### src/include/ifu_defs.svh
`ifndef IFU_DEFS_SVH
`define IFU_DEFS_SVH

// general register width, also the pc width
`define GRLEN 32

// one return from the instruction memory
// holds two instructions, low word first
`define IFU_BLOCK_W 64

// reset vector width, muxed straight into pc_bf
`define IFU_RST_VEC_W `GRLEN

`endif
### src/ifu_pkg.sv
`default_nettype none

package ifu_pkg;

   // ====================================================================
   // fetch tracking on the memory side
   // ====================================================================

   // one outstanding fetch at most
   typedef enum logic {
      FETCH_IDLE = 1'b0,
      FETCH_BUSY = 1'b1   // acked, data or cancel still to come
   } fetch_state_e;

   // ====================================================================
   // next pc source, the opcode of the pc_bf mux
   // ====================================================================
   typedef enum logic [2:0] {
      PC_INIT   = 3'd0,   // reset vector
      PC_HOLD   = 3'd1,   // stall or empty queue
      PC_INC    = 3'd2,   // queue delivers, pc_f + 4
      PC_BRANCH = 3'd3,   // taken branch from e
      PC_EXCEPT = 3'd4,   // exception entry
      PC_ERTN   = 3'd5    // return from exception
   } pc_src_e;

endpackage

`default_nettype wire

### src/ifu_top.sv
`default_nettype none
`include "ifu_defs.svh"

module ifu_top (
   input  wire                        clk,
   input  wire                        rst_n,
   input  wire [`IFU_RST_VEC_W-1:0]   pc_init,
   // instruction memory
   output logic                       ifu_icu_req_ic1,
   output logic [`GRLEN-1:0]          ifu_icu_addr_ic1,
   input  wire                        icu_ifu_ack_ic1,
   output logic                       ifu_icu_cancel,
   input  wire [`IFU_BLOCK_W-1:0]     icu_ifu_data_ic2,
   input  wire                        icu_ifu_data_valid_ic2,
   // redirects from execute
   input  wire                        br_taken,
   input  wire [`GRLEN-1:0]           br_target,
   input  wire                        exu_ifu_except,
   input  wire [`GRLEN-1:0]           exu_ifu_eentry,
   input  wire                        exu_ifu_ertn_e,
   input  wire [`GRLEN-1:0]           exu_ifu_era,
   input  wire                        exu_ifu_stall_req,
   // decode and execute side
   output logic [`GRLEN-1:0]          fdp_dec_pc_d,
   output logic [`GRLEN-1:0]          fdp_dec_inst_d,
   output logic                       fdp_dec_inst_kill_vld_d,
   output logic                       ifu_exu_valid_e,
   output logic [`GRLEN-1:0]          ifu_exu_pc_e,
   output logic [`GRLEN-1:0]          ifu_exu_pc_w
);

   import ifu_pkg::*;

   // ====================================================================
   // internal links
   // ====================================================================
   logic [`GRLEN-1:0] pc_bf;
   logic [`GRLEN-1:0] pc_f;
   pc_src_e           pc_src;
   logic [`GRLEN-1:0] inst_f;
   logic              inst_valid_f;
   logic              iq_not_empty;
   logic              fetch_ahead;
   logic              flush_iq;

   // memory side
   ifu_fetch_req u_fetch_req (
      .clk                    (clk),
      .rst_n                  (rst_n),
      .pc_bf                  (pc_bf),
      .pc_src                 (pc_src),
      .iq_not_empty           (iq_not_empty),
      .fetch_ahead            (fetch_ahead),
      .exu_ifu_stall_req      (exu_ifu_stall_req),
      .icu_ifu_ack_ic1        (icu_ifu_ack_ic1),
      .icu_ifu_data_valid_ic2 (icu_ifu_data_valid_ic2),
      .ifu_icu_req_ic1        (ifu_icu_req_ic1),
      .ifu_icu_addr_ic1       (ifu_icu_addr_ic1),
      .ifu_icu_cancel         (ifu_icu_cancel),
      .flush_iq               (flush_iq)
   );

   // one block queue
   ifu_iq u_iq (
      .clk                    (clk),
      .rst_n                  (rst_n),
      .pc_f                   (pc_f),
      .exu_ifu_stall_req      (exu_ifu_stall_req),
      .flush_iq               (flush_iq),
      .icu_ifu_data_ic2       (icu_ifu_data_ic2),
      .icu_ifu_data_valid_ic2 (icu_ifu_data_valid_ic2),
      .inst_f                 (inst_f),
      .inst_valid_f           (inst_valid_f),
      .iq_not_empty           (iq_not_empty),
      .fetch_ahead            (fetch_ahead)
   );

   // pc select and stage pipe
   ifu_fdp u_fdp (
      .clk                     (clk),
      .rst_n                   (rst_n),
      .pc_init                 (pc_init),
      .br_taken                (br_taken),
      .br_target               (br_target),
      .exu_ifu_except          (exu_ifu_except),
      .exu_ifu_eentry          (exu_ifu_eentry),
      .exu_ifu_ertn_e          (exu_ifu_ertn_e),
      .exu_ifu_era             (exu_ifu_era),
      .exu_ifu_stall_req       (exu_ifu_stall_req),
      .inst_f                  (inst_f),
      .inst_valid_f            (inst_valid_f),
      .iq_not_empty            (iq_not_empty),
      .pc_bf                   (pc_bf),
      .pc_src                  (pc_src),
      .pc_f                    (pc_f),
      .fdp_dec_pc_d            (fdp_dec_pc_d),
      .fdp_dec_inst_d          (fdp_dec_inst_d),
      .fdp_dec_inst_kill_vld_d (fdp_dec_inst_kill_vld_d),
      .ifu_exu_valid_e         (ifu_exu_valid_e),
      .ifu_exu_pc_e            (ifu_exu_pc_e),
      .ifu_exu_pc_w            (ifu_exu_pc_w)
   );

endmodule

`default_nettype wire

### src/ifu_fdp.sv
`default_nettype none
`include "ifu_defs.svh"

module ifu_fdp (
   input  wire                        clk,
   input  wire                        rst_n,
   input  wire [`IFU_RST_VEC_W-1:0]   pc_init,
   input  wire                        br_taken,
   input  wire [`GRLEN-1:0]           br_target,
   input  wire                        exu_ifu_except,
   input  wire [`GRLEN-1:0]           exu_ifu_eentry,
   input  wire                        exu_ifu_ertn_e,
   input  wire [`GRLEN-1:0]           exu_ifu_era,
   input  wire                        exu_ifu_stall_req,
   input  wire [`GRLEN-1:0]           inst_f,
   input  wire                        inst_valid_f,
   input  wire                        iq_not_empty,
   output logic [`GRLEN-1:0]          pc_bf,
   output ifu_pkg::pc_src_e           pc_src,
   output logic [`GRLEN-1:0]          pc_f,
   output logic [`GRLEN-1:0]          fdp_dec_pc_d,
   output logic [`GRLEN-1:0]          fdp_dec_inst_d,
   output logic                       fdp_dec_inst_kill_vld_d,
   output logic                       ifu_exu_valid_e,
   output logic [`GRLEN-1:0]          ifu_exu_pc_e,
   output logic [`GRLEN-1:0]          ifu_exu_pc_w
);

   import ifu_pkg::*;

   localparam logic [`GRLEN-1:0] INST_BYTES = `GRLEN'(4);

   logic              init_q;      // first cycle out of reset
   logic              redirect;
   logic [`GRLEN-1:0] pc_inc_f;
   logic              vld_f;       // f valid after redirect kill
   logic              cap_f;       // f to d capture
   logic              vld_d_q;
   logic              vld_d_nxt;
   logic              kill_d;
   logic [`GRLEN-1:0] pc_m_q;

   // ====================================================================
   // next pc
   // ====================================================================
   assign redirect = br_taken | exu_ifu_except | exu_ifu_ertn_e;
   assign pc_inc_f = pc_f + INST_BYTES;

   // exception, then ertn, then branch
   always_comb begin
      if (exu_ifu_except) begin
         pc_src = PC_EXCEPT;
      end else if (exu_ifu_ertn_e) begin
         pc_src = PC_ERTN;
      end else if (br_taken) begin
         pc_src = PC_BRANCH;
      end else if (init_q) begin
         pc_src = PC_INIT;
      end else if (!exu_ifu_stall_req && iq_not_empty) begin
         pc_src = PC_INC;
      end else begin
         pc_src = PC_HOLD;
      end
   end

   always_comb begin
      case (pc_src)
         PC_INIT:   pc_bf = pc_init;
         PC_INC:    pc_bf = pc_inc_f;
         PC_BRANCH: pc_bf = br_target;
         PC_EXCEPT: pc_bf = exu_ifu_eentry;
         PC_ERTN:   pc_bf = exu_ifu_era;
         default:   pc_bf = pc_f;
      endcase
   end

   always_ff @(posedge clk or negedge rst_n) begin
      if (!rst_n) begin
         init_q <= 1'b1;
      end else begin
         init_q <= 1'b0;
      end
   end

   // bf to f, hold comes back through the mux
   always_ff @(posedge clk) begin
      pc_f <= pc_bf;
   end

   // ====================================================================
   // valid and kill
   // ====================================================================
   assign vld_f  = inst_valid_f & ~redirect;
   assign cap_f  = vld_f & ~exu_ifu_stall_req;
   // stall only delays d, redirect removes it
   assign kill_d = redirect | exu_ifu_stall_req;
   assign fdp_dec_inst_kill_vld_d = vld_d_q & ~kill_d;

   // frozen d entry still dies on a redirect
   assign vld_d_nxt = exu_ifu_stall_req ? (vld_d_q & ~redirect) : vld_f;

   always_ff @(posedge clk or negedge rst_n) begin
      if (!rst_n) begin
         vld_d_q         <= 1'b0;
         ifu_exu_valid_e <= 1'b0;
      end else begin
         vld_d_q <= vld_d_nxt;
         if (!exu_ifu_stall_req) begin
            ifu_exu_valid_e <= fdp_dec_inst_kill_vld_d;
         end
      end
   end

   // ====================================================================
   // stage registers
   // ====================================================================
   always_ff @(posedge clk) begin
      if (cap_f) begin
         fdp_dec_pc_d   <= pc_f;
         fdp_dec_inst_d <= inst_f;
      end
      // d to e, already gated by stall
      if (fdp_dec_inst_kill_vld_d) begin
         ifu_exu_pc_e <= fdp_dec_pc_d;
      end
      // m and w advance every cycle
      pc_m_q       <= ifu_exu_pc_e;
      ifu_exu_pc_w <= pc_m_q;
   end

endmodule

`default_nettype wire

### src/ifu_iq.sv
`default_nettype none
`include "ifu_defs.svh"

module ifu_iq (
   input  wire                      clk,
   input  wire                      rst_n,
   input  wire [`GRLEN-1:0]         pc_f,
   input  wire                      exu_ifu_stall_req,
   input  wire                      flush_iq,
   input  wire [`IFU_BLOCK_W-1:0]   icu_ifu_data_ic2,
   input  wire                      icu_ifu_data_valid_ic2,
   output logic [`GRLEN-1:0]        inst_f,
   output logic                     inst_valid_f,
   output logic                     iq_not_empty,
   output logic                     fetch_ahead
);

   // held block and its flag
   logic [`IFU_BLOCK_W-1:0] blk_q;
   logic                    blk_vld_q;
   logic                    blk_vld_d;

   // block seen at f this cycle
   logic [`IFU_BLOCK_W-1:0] blk_cur;
   logic                    hi_word;
   logic                    consume;
   logic                    drain;

   // ====================================================================
   // word select
   // ====================================================================

   // bypass the returning block in its arrival cycle
   assign blk_cur = icu_ifu_data_valid_ic2 ? icu_ifu_data_ic2 : blk_q;

   // pc bit 2 picks the half, low word at the lower address
   assign hi_word = pc_f[2];
   assign inst_f  = hi_word ? blk_cur[`IFU_BLOCK_W-1:`GRLEN] : blk_cur[`GRLEN-1:0];

   // something to hand out, held or arriving
   assign iq_not_empty = blk_vld_q | icu_ifu_data_valid_ic2;
   // a flushed block delivers nothing
   assign inst_valid_f = iq_not_empty & ~flush_iq;

   // word leaves f only when not stalled
   assign consume = inst_valid_f & ~exu_ifu_stall_req;
   // high word taken, block used up
   assign drain   = consume & hi_word;

   // low word in use, next block may be asked for early
   // stall gating done on the request side
   assign fetch_ahead = inst_valid_f & ~hi_word;

   // ====================================================================
   // block storage
   // ====================================================================
   always_comb begin
      if (flush_iq || drain) begin
         blk_vld_d = 1'b0;
      end else if (icu_ifu_data_valid_ic2) begin
         blk_vld_d = 1'b1;
      end else begin
         blk_vld_d = blk_vld_q;
      end
   end

   always_ff @(posedge clk or negedge rst_n) begin
      if (!rst_n) begin
         blk_vld_q <= 1'b0;
      end else begin
         blk_vld_q <= blk_vld_d;
      end
   end

   // payload, qualified by blk_vld_q
   always_ff @(posedge clk) begin
      if (icu_ifu_data_valid_ic2) begin
         blk_q <= icu_ifu_data_ic2;
      end
   end

endmodule

`default_nettype wire

### src/ifu_fetch_req.sv
`default_nettype none
`include "ifu_defs.svh"

module ifu_fetch_req (
   input  wire                 clk,
   input  wire                 rst_n,
   input  wire [`GRLEN-1:0]    pc_bf,
   input  ifu_pkg::pc_src_e    pc_src,
   input  wire                 iq_not_empty,
   input  wire                 fetch_ahead,
   input  wire                 exu_ifu_stall_req,
   input  wire                 icu_ifu_ack_ic1,
   input  wire                 icu_ifu_data_valid_ic2,
   output logic                ifu_icu_req_ic1,
   output logic [`GRLEN-1:0]   ifu_icu_addr_ic1,
   output logic                ifu_icu_cancel,
   output logic                flush_iq
);

   import ifu_pkg::*;

   fetch_state_e state_q;
   fetch_state_e state_d;
   logic         busy;
   logic         redirect;
   logic         fetch_fin;

   // redirect seen through the pc mux opcode
   assign redirect = (pc_src == PC_BRANCH) || (pc_src == PC_EXCEPT) || (pc_src == PC_ERTN);
   assign busy     = (state_q == FETCH_BUSY);

   // ====================================================================
   // fetch in progress
   // ====================================================================

   // data of a cancelled fetch never comes back, so cancel ends it too
   assign fetch_fin = icu_ifu_data_valid_ic2 | ifu_icu_cancel;

   always_comb begin
      state_d = state_q;
      case (state_q)
         FETCH_IDLE: begin
            if (icu_ifu_ack_ic1) begin
               state_d = FETCH_BUSY;
            end
         end
         FETCH_BUSY: begin
            // refetch after cancel is acked at once, stay busy
            if (icu_ifu_ack_ic1) begin
               state_d = FETCH_BUSY;
            end else if (fetch_fin) begin
               state_d = FETCH_IDLE;
            end
         end
         default: state_d = FETCH_IDLE;
      endcase
   end

   always_ff @(posedge clk or negedge rst_n) begin
      if (!rst_n) begin
         state_q <= FETCH_IDLE;
      end else begin
         state_q <= state_d;
      end
   end

   // ====================================================================
   // request, cancel, flush
   // ====================================================================

   // busy fetch is for the old path, drop it
   assign ifu_icu_cancel = redirect & busy;
   // old block in the queue is stale on any redirect
   assign flush_iq       = redirect;

   // empty queue or cancel refetch
   assign ifu_icu_req_ic1 = ifu_icu_cancel | (~busy & ~iq_not_empty);
   assign ifu_icu_addr_ic1 = pc_bf;

endmodule

`default_nettype wire

### config.mk
export PLATFORM = sky130hd
export DESIGN_NAME = ifu_top
export DESIGN_NICKNAME = d
export VERILOG_FILES = /design/src/ifu_pkg.sv /design/src/ifu_top.sv /design/src/ifu_fdp.sv /design/src/ifu_iq.sv /design/src/ifu_fetch_req.sv
export VERILOG_INCLUDE_DIRS = /design/src /design/src/include
export SDC_FILE = /design/constraint.sdc
export NUM_CORES = 1
export LEC_CHECK = 0
export BUFFER_PORTS_ARGS = -buffer_cell sky130_fd_sc_hd__buf_2
export CAP_MARGIN = 20
export CORE_AREA = 2 2 147 149
export DETAILED_ROUTE_END_ITERATION = 7
export DIE_AREA = 0 0 149 151
export MAX_ROUTING_LAYER = met4
export PLACE_DENSITY = 0.74
export SYNTH_ARGS = -nofsm -noshare
export SYNTH_HDL_FRONTEND = slang
export SYNTH_SLANG_ARGS = --single-unit
### constraint.sdc
create_clock -name clk -period 13.8 [get_ports clk]
set_input_delay 4.14 -clock clk [delete_from_list [all_inputs] [get_ports clk]]
set_output_delay 4.14 -clock clk [all_outputs]
set_load 0.005 [all_outputs]
Yosys cells after proc, flatten, opt, wreduce, memory -nomap -nowiden
Index checks and enable logic that the tools add are counted.
W data, S select, Z words.
{"block": "op_classes", "n_reduce_logical": 7, "add_sub_neg": 1, "eq_ne": 4, "muxes": 15, "n_bitwise": 21}
{"op": "$pmux W32 S5", "n": 1}
{"op": "$mux W64", "n": 1}
{"op": "$add A32 B3 Y32 const B", "n": 1}
{"op": "$mux W32", "n": 1}
{"op": "$mux W3", "n": 4}
{"op": "$and A1 B1 Y1", "n": 9}
{"op": "$eq A3 B2 Y1 const B", "n": 2}
{"op": "$eq A3 B3 Y1 const B", "n": 2}
{"op": "$mux W1", "n": 6}
{"op": "$not A1 Y1", "n": 6}
{"op": "$or A1 B1 Y1", "n": 6}
{"op": "$logic_not A3 Y1", "n": 1}
{"op": "$logic_or A1 B1 Y1", "n": 3}
{"op": "$mux W2", "n": 1}
{"op": "$pmux W1 S2", "n": 1}
{"op": "$reduce_bool A2 Y1", "n": 1}
{"op": "$logic_and A1 B1 Y1", "n": 1}
{"op": "$logic_not A1 Y1", "n": 1}
{"block": "totals", "register_bits": 261}

Depth between registers and ports, before layout
{"block": "depth", "word_depth": 16, "ltp_mapped": 8, "mapped_depth_nobuf": 6}

Modules after synthesis
From an unflattened synthesis, not the netlist that was laid out.
{"block": "unflattened", "hier_cells": 757, "area_unflattened_um2": 10209.8}
{"mod": "ifu_fdp", "cells_per_inst": 534, "seq_area_each_um2": 4880.9, "area_per_inst_um2": 6911.6, "instances": 1}
{"mod": "ifu_iq", "cells_per_inst": 182, "seq_area_each_um2": 1306.3, "area_per_inst_um2": 2961.6, "instances": 1}
{"mod": "ifu_fetch_req", "cells_per_inst": 41, "seq_area_each_um2": 25.0, "area_per_inst_um2": 336.6, "instances": 1}

Worst setup path before layout
No wires, ideal clock.
{"block": "synth_path", "path_type": "input to output", "start": "input port exu_ifu_ertn_e", "end": "output port fdp_dec_inst_kill_vld_d", "path_stages": 4, "path_slack_ps": 2271, "path_buffers": 2, "t_required_ps": 9660, "t_arrival_ps": 7389, "path_cell_list": "clkbuf_1 or3_1 clkbuf_1 nor3b_1"}
{"block": "synth_via", "elab_chain_cells": 4}
{"element": "start: declaration", "line": "ifu_top.sv:20", "rtl": "input wire exu_ifu_ertn_e,"}
{"element": "$or A1 B1 Y1", "line": "ifu_fdp.sv:46", "rtl": "assign redirect = br_taken | exu_ifu_except | exu_ifu_ertn_e;"}
{"element": "$or A1 B1 Y1", "line": "ifu_fdp.sv:96", "rtl": "assign kill_d = redirect | exu_ifu_stall_req;"}
{"element": "$not A1 Y1", "line": "ifu_fdp.sv:97", "rtl": "assign fdp_dec_inst_kill_vld_d = vld_d_q & ~kill_d;"}
{"element": "$and A1 B1 Y1", "line": "ifu_fdp.sv:97"}
{"element": "end: declaration", "line": "ifu_top.sv:26", "rtl": "output logic fdp_dec_inst_kill_vld_d,"}
No other way between the ends.

Worst setup path in the final report
{"block": "layout_path", "start": "input port exu_ifu_except", "end": "output port ifu_icu_addr_ic1[8]"}
{"block": "layout_via", "elab_chain_cells": 3, "word_cells_on_any_way": 7}
{"element": "start: declaration", "line": "ifu_top.sv:18", "rtl": "input wire exu_ifu_except,"}
{"element": "$mux W3 (*)", "line": "ifu_fdp.sv:51", "rtl": "if (exu_ifu_except) begin"}
{"element": "$eq A3 B3 Y1 (tied with other cells)", "line": "ifu_fdp.sv:67", "rtl": "case (pc_src)"}
{"element": "$pmux W32 S5 (*)", "line": "ifu_fdp.sv:67"}
{"element": "end: declaration", "line": "ifu_top.sv:10", "rtl": "output logic [`GRLEN-1:0] ifu_icu_addr_ic1,"}
Every way passes the cells marked *; elsewhere a longest branch is shown, timed or not.

==> impl_metrics.yaml <==
outcome:
  run_status: "finished clean"
detailed_routing:
  viasPerCell: 5.154
  first_iter_violations: 412
  drc: 0
  wl_microns: 27510
  postRouteAntennaNets: 0
  vias: 7262
  routedWlPerCell_microns: 19.52
  drt-pass1-iter-count: 5
timing:
  slew_viol_final: 0
  tightestPinTransition_ns: 0.9278
  finalCriticalPeriod_ns: 10.73
  finalCritPeriodShare: 0.7776
  slew_headroom: 0.3811
  holdWs_ns: 0.3154
  setup_viol: 0
  rsz0062_at_grt: "false"
  hold_violations: 0
  fmax_mhz: 93.19
  fin_tns_setup_ns: 0
  finClkSkew_ns: 0.02168
  fin_ws_ns: 3.069
clock_network:
  cts-buffers-inserted: 26
  postCtsSetupRepairBufs: 0
  path_clk_slew_ns: 0.06
  worstSkewPairLatency_ns: 0.52
  post_cts_resized: 0
  cts_hold_buf: 0
  cts_max_level: 1
  clockBufferDepth: 3
  cts.sinks: 261
  cts_root_buffer: "clkbuf_16"
  cts_tree: "built"
grt:
  antenna_found_initial: 10
  grt_pass1_vias: 6936
  grtUsageTotal: 0.2401
  use_met3: 0.05392
  met1_usage: 0.3052
  grt_first_pass_wirelength_microns: 39680
  met2_usage: 0.3751
  overflow: 0
  grt_max_degree: 69
  globalRoute.busiestLayer: "met2"
logic_synthesis:
  yosysMostFrequentCell: "dfxtp_1"
  synth_top_cell_area_share: 0.3459
  synth_top_area_cell: "dfxtp_1"
  yosysUniqueCellTypes: 57
  synth_edf_count: 96
  async_flop_share: 0.01916
  postSynthCellCount: 742
  synth_area_leaders: "dfxtp_1 35%, edfxtp_1 31%, mux2_2 7.8%"
  syn_area_sq_um: 9261
  synth-seq-area-share: 0.6708
  synth-seq-cells: 261
  netlist_top_cells_count: "160 x dfxtp_1, 138 x nor2_1, 96 x edfxtp_1, 64 x mux2_2, 30 x a22oi_1"
  avgSynthCellArea_sq_um: 12.48
  ys.flop_type: "dfxtp_1"
  yosys_warnings: 0
  syn_nets: 943
critical_path:
  cp.required_ns: 9.66
  crit_type: "in2out"
  startpoint_type: "input pin"
  cp_max_fo: 68
  arrival_ns: 6.59
  end_kind: "output port"
power:
  swShare: 0.2307
  p_leak_nw: 5.139
  seqPwrFrac: 0.511
  p_total_w: 0.001680
  combPwrFrac: 0.096
  internal-power_w: 0.001293
  peakVddDrop_uv: 114.1
  powerDensity_nw_per_um2: 137.8
  clkPwrFrac: 0.393
  switchingPower_w: 0.0003877
floorplanning:
  design.die.area_sq_um: 22500
  core_area_sq_um: 20820
  die_w_microns: 149
  die_h_microns: 151
  start_util: 0.4448
  rows: 53
  io_pins: 364
placed_design:
  place.detailed.hpwl_microns: 20550
  pre_cts_slack_ns: 3.082
  place_congestion: 0.9839
  io_buffers: 363
  placedInstanceArea_sq_um: 11340
finish:
  finish.instance_area_sq_um: 12190
  drive_above_1_share: 0.4385
  syn2layout_area_growth_pct: 31.64
  nFillCells: 1785
  layout.nets: 1303
job:
  max_cap_violations: 0
worst_hold_path:
  hold_path.class: "reg2reg"
==> cells by family after synthesis <==
| family | share of synthesized area |
|---|---|
| AOI/OAI and AO/OA | 0.09349 |
| adders and majority gates | 0.001351 |
| DFF | 0.6708 |
| muxes | 0.07998 |
| and+or+nand+nor | 0.1133 |
| xor gates and xnor gates | 0.02080 |
| other | 0.0004049 |
| buffers and inverters | 0.01986 |
==> path summary, 6_finish.rpt <==
path                       slack (ns)                            end                        from  cells after the start
max                              3.07            ifu_icu_addr_ic1[8]              exu_ifu_except                      8
max reg2reg                     11.33         u_fdp.pc_f[31]$_DFF_P_  u_iq.blk_vld_q$_DFFE_PN0P_                      5
max in group asynchronous       10.13         u_fdp.init_q$_DFF_PN1_                       rst_n                      1
min reg2reg                      0.32  u_fdp.ifu_exu_pc_w[2]$_DFF_P_     u_fdp.pc_m_q[2]$_DFF_P_                      0
min                              0.32  u_fdp.ifu_exu_pc_w[2]$_DFF_P_     u_fdp.pc_m_q[2]$_DFF_P_                      0
min in group asynchronous        3.45     u_iq.blk_vld_q$_DFFE_PN0P_                       rst_n                      1
==> through the flow <==
stage                     instances  utilization
after floorplan                 742            -
after global placement         1349       0.5448
after detailed placement       1349       0.5448
after CTS                      1397       0.5841
after global routing           1407       0.5853
final                          1409       0.5855
==> critical path, stage by stage <==
cell and delay, ns:
buf_2 0.08, buf_4 0.52, nor3_2 0.11, buf_4 0.22, and2_0 0.43, a221oi_1 0.50, o21ai_0 0.34, buf_2 0.23
==> registers in the layout (all words and copies together), names as in the netlist <==
register / cells
u_fdp.ifu_exu_pc_w: 32
u_iq.blk_vld_q: 1
u_fdp.ifu_exu_pc_e: 32
u_fetch_req.busy: 1
u_fdp.pc_f: 32
u_fdp.pc_m_q: 32
u_fdp.init_q: 1
u_fdp.ifu_exu_valid_e: 1
u_fdp.fdp_dec_pc_d: 32
u_fdp.fdp_dec_inst_d: 32
u_fdp.vld_d_q: 1
u_iq.blk_q: 64
==> cell usage in the layout (no fill, tap or decap), types with 3 or more instances in the layout <==
master,instances
clkbuf_8,6
a21oi_1,9
edfxtp_1,96
nor3_1,6
clkinv_2,3
o21ai_0,29
inv_1,7
a221oi_1,19
o22a_1,3
nor2b_1,6
xor2_1,11
nand2_1,23
clkbuf_16,26
diode_2,12
and4_1,4
nand4_1,8
a221o_1,6
a2bb2oi_1,3
xnor2_1,11
clkbuf_1,9
nor3_2,4
nor2_1,137
dfxtp_1,160
mux2_2,64
o21ai_1,6
dfrtp_1,4
a22oi_1,30
buf_4,8
a31oi_1,3
nand3_1,13
buf_2,363
==> metal layers <==
metal / part of all wire / up-vias
met2: 0.48 / 386
met1: 0.41 / 3405
met5: 0 / -
met3: 0.079 / 58
met4: 0.030 / 0
li1: - / 3413
==> power by group through the flow <==
stage / Combinational [W] / Sequential, W / Clock, W
finish: 0.000161 / 0.000859 / 0.000661
global route: 0.000176 / 0.000862 / 0.000704
CTS: 0.000160 / 0.000858 / 0.000672
detailed placement: 0.000159 / 0.000875 / 0
global placement: 0.000156 / 0.000873 / 0
floorplan: 0.0000908 / 0.000866 / 0
==> layout make-up <==
cell class                 instances  area, sq um  share of cell area
multi-input combinational        434         2880              0.2362
timing repair buffer             371         1877              0.1539
antenna                           12        30.03            0.002463
clock buffer                      41        767.0             0.06291
tap                              275        344.1             0.02822
sequential                       261         6212              0.5095
inverter                           8        30.03            0.002463
clock inverter                     7        51.30            0.004208
No activity file was read; power rests on OpenSTA's default activity.
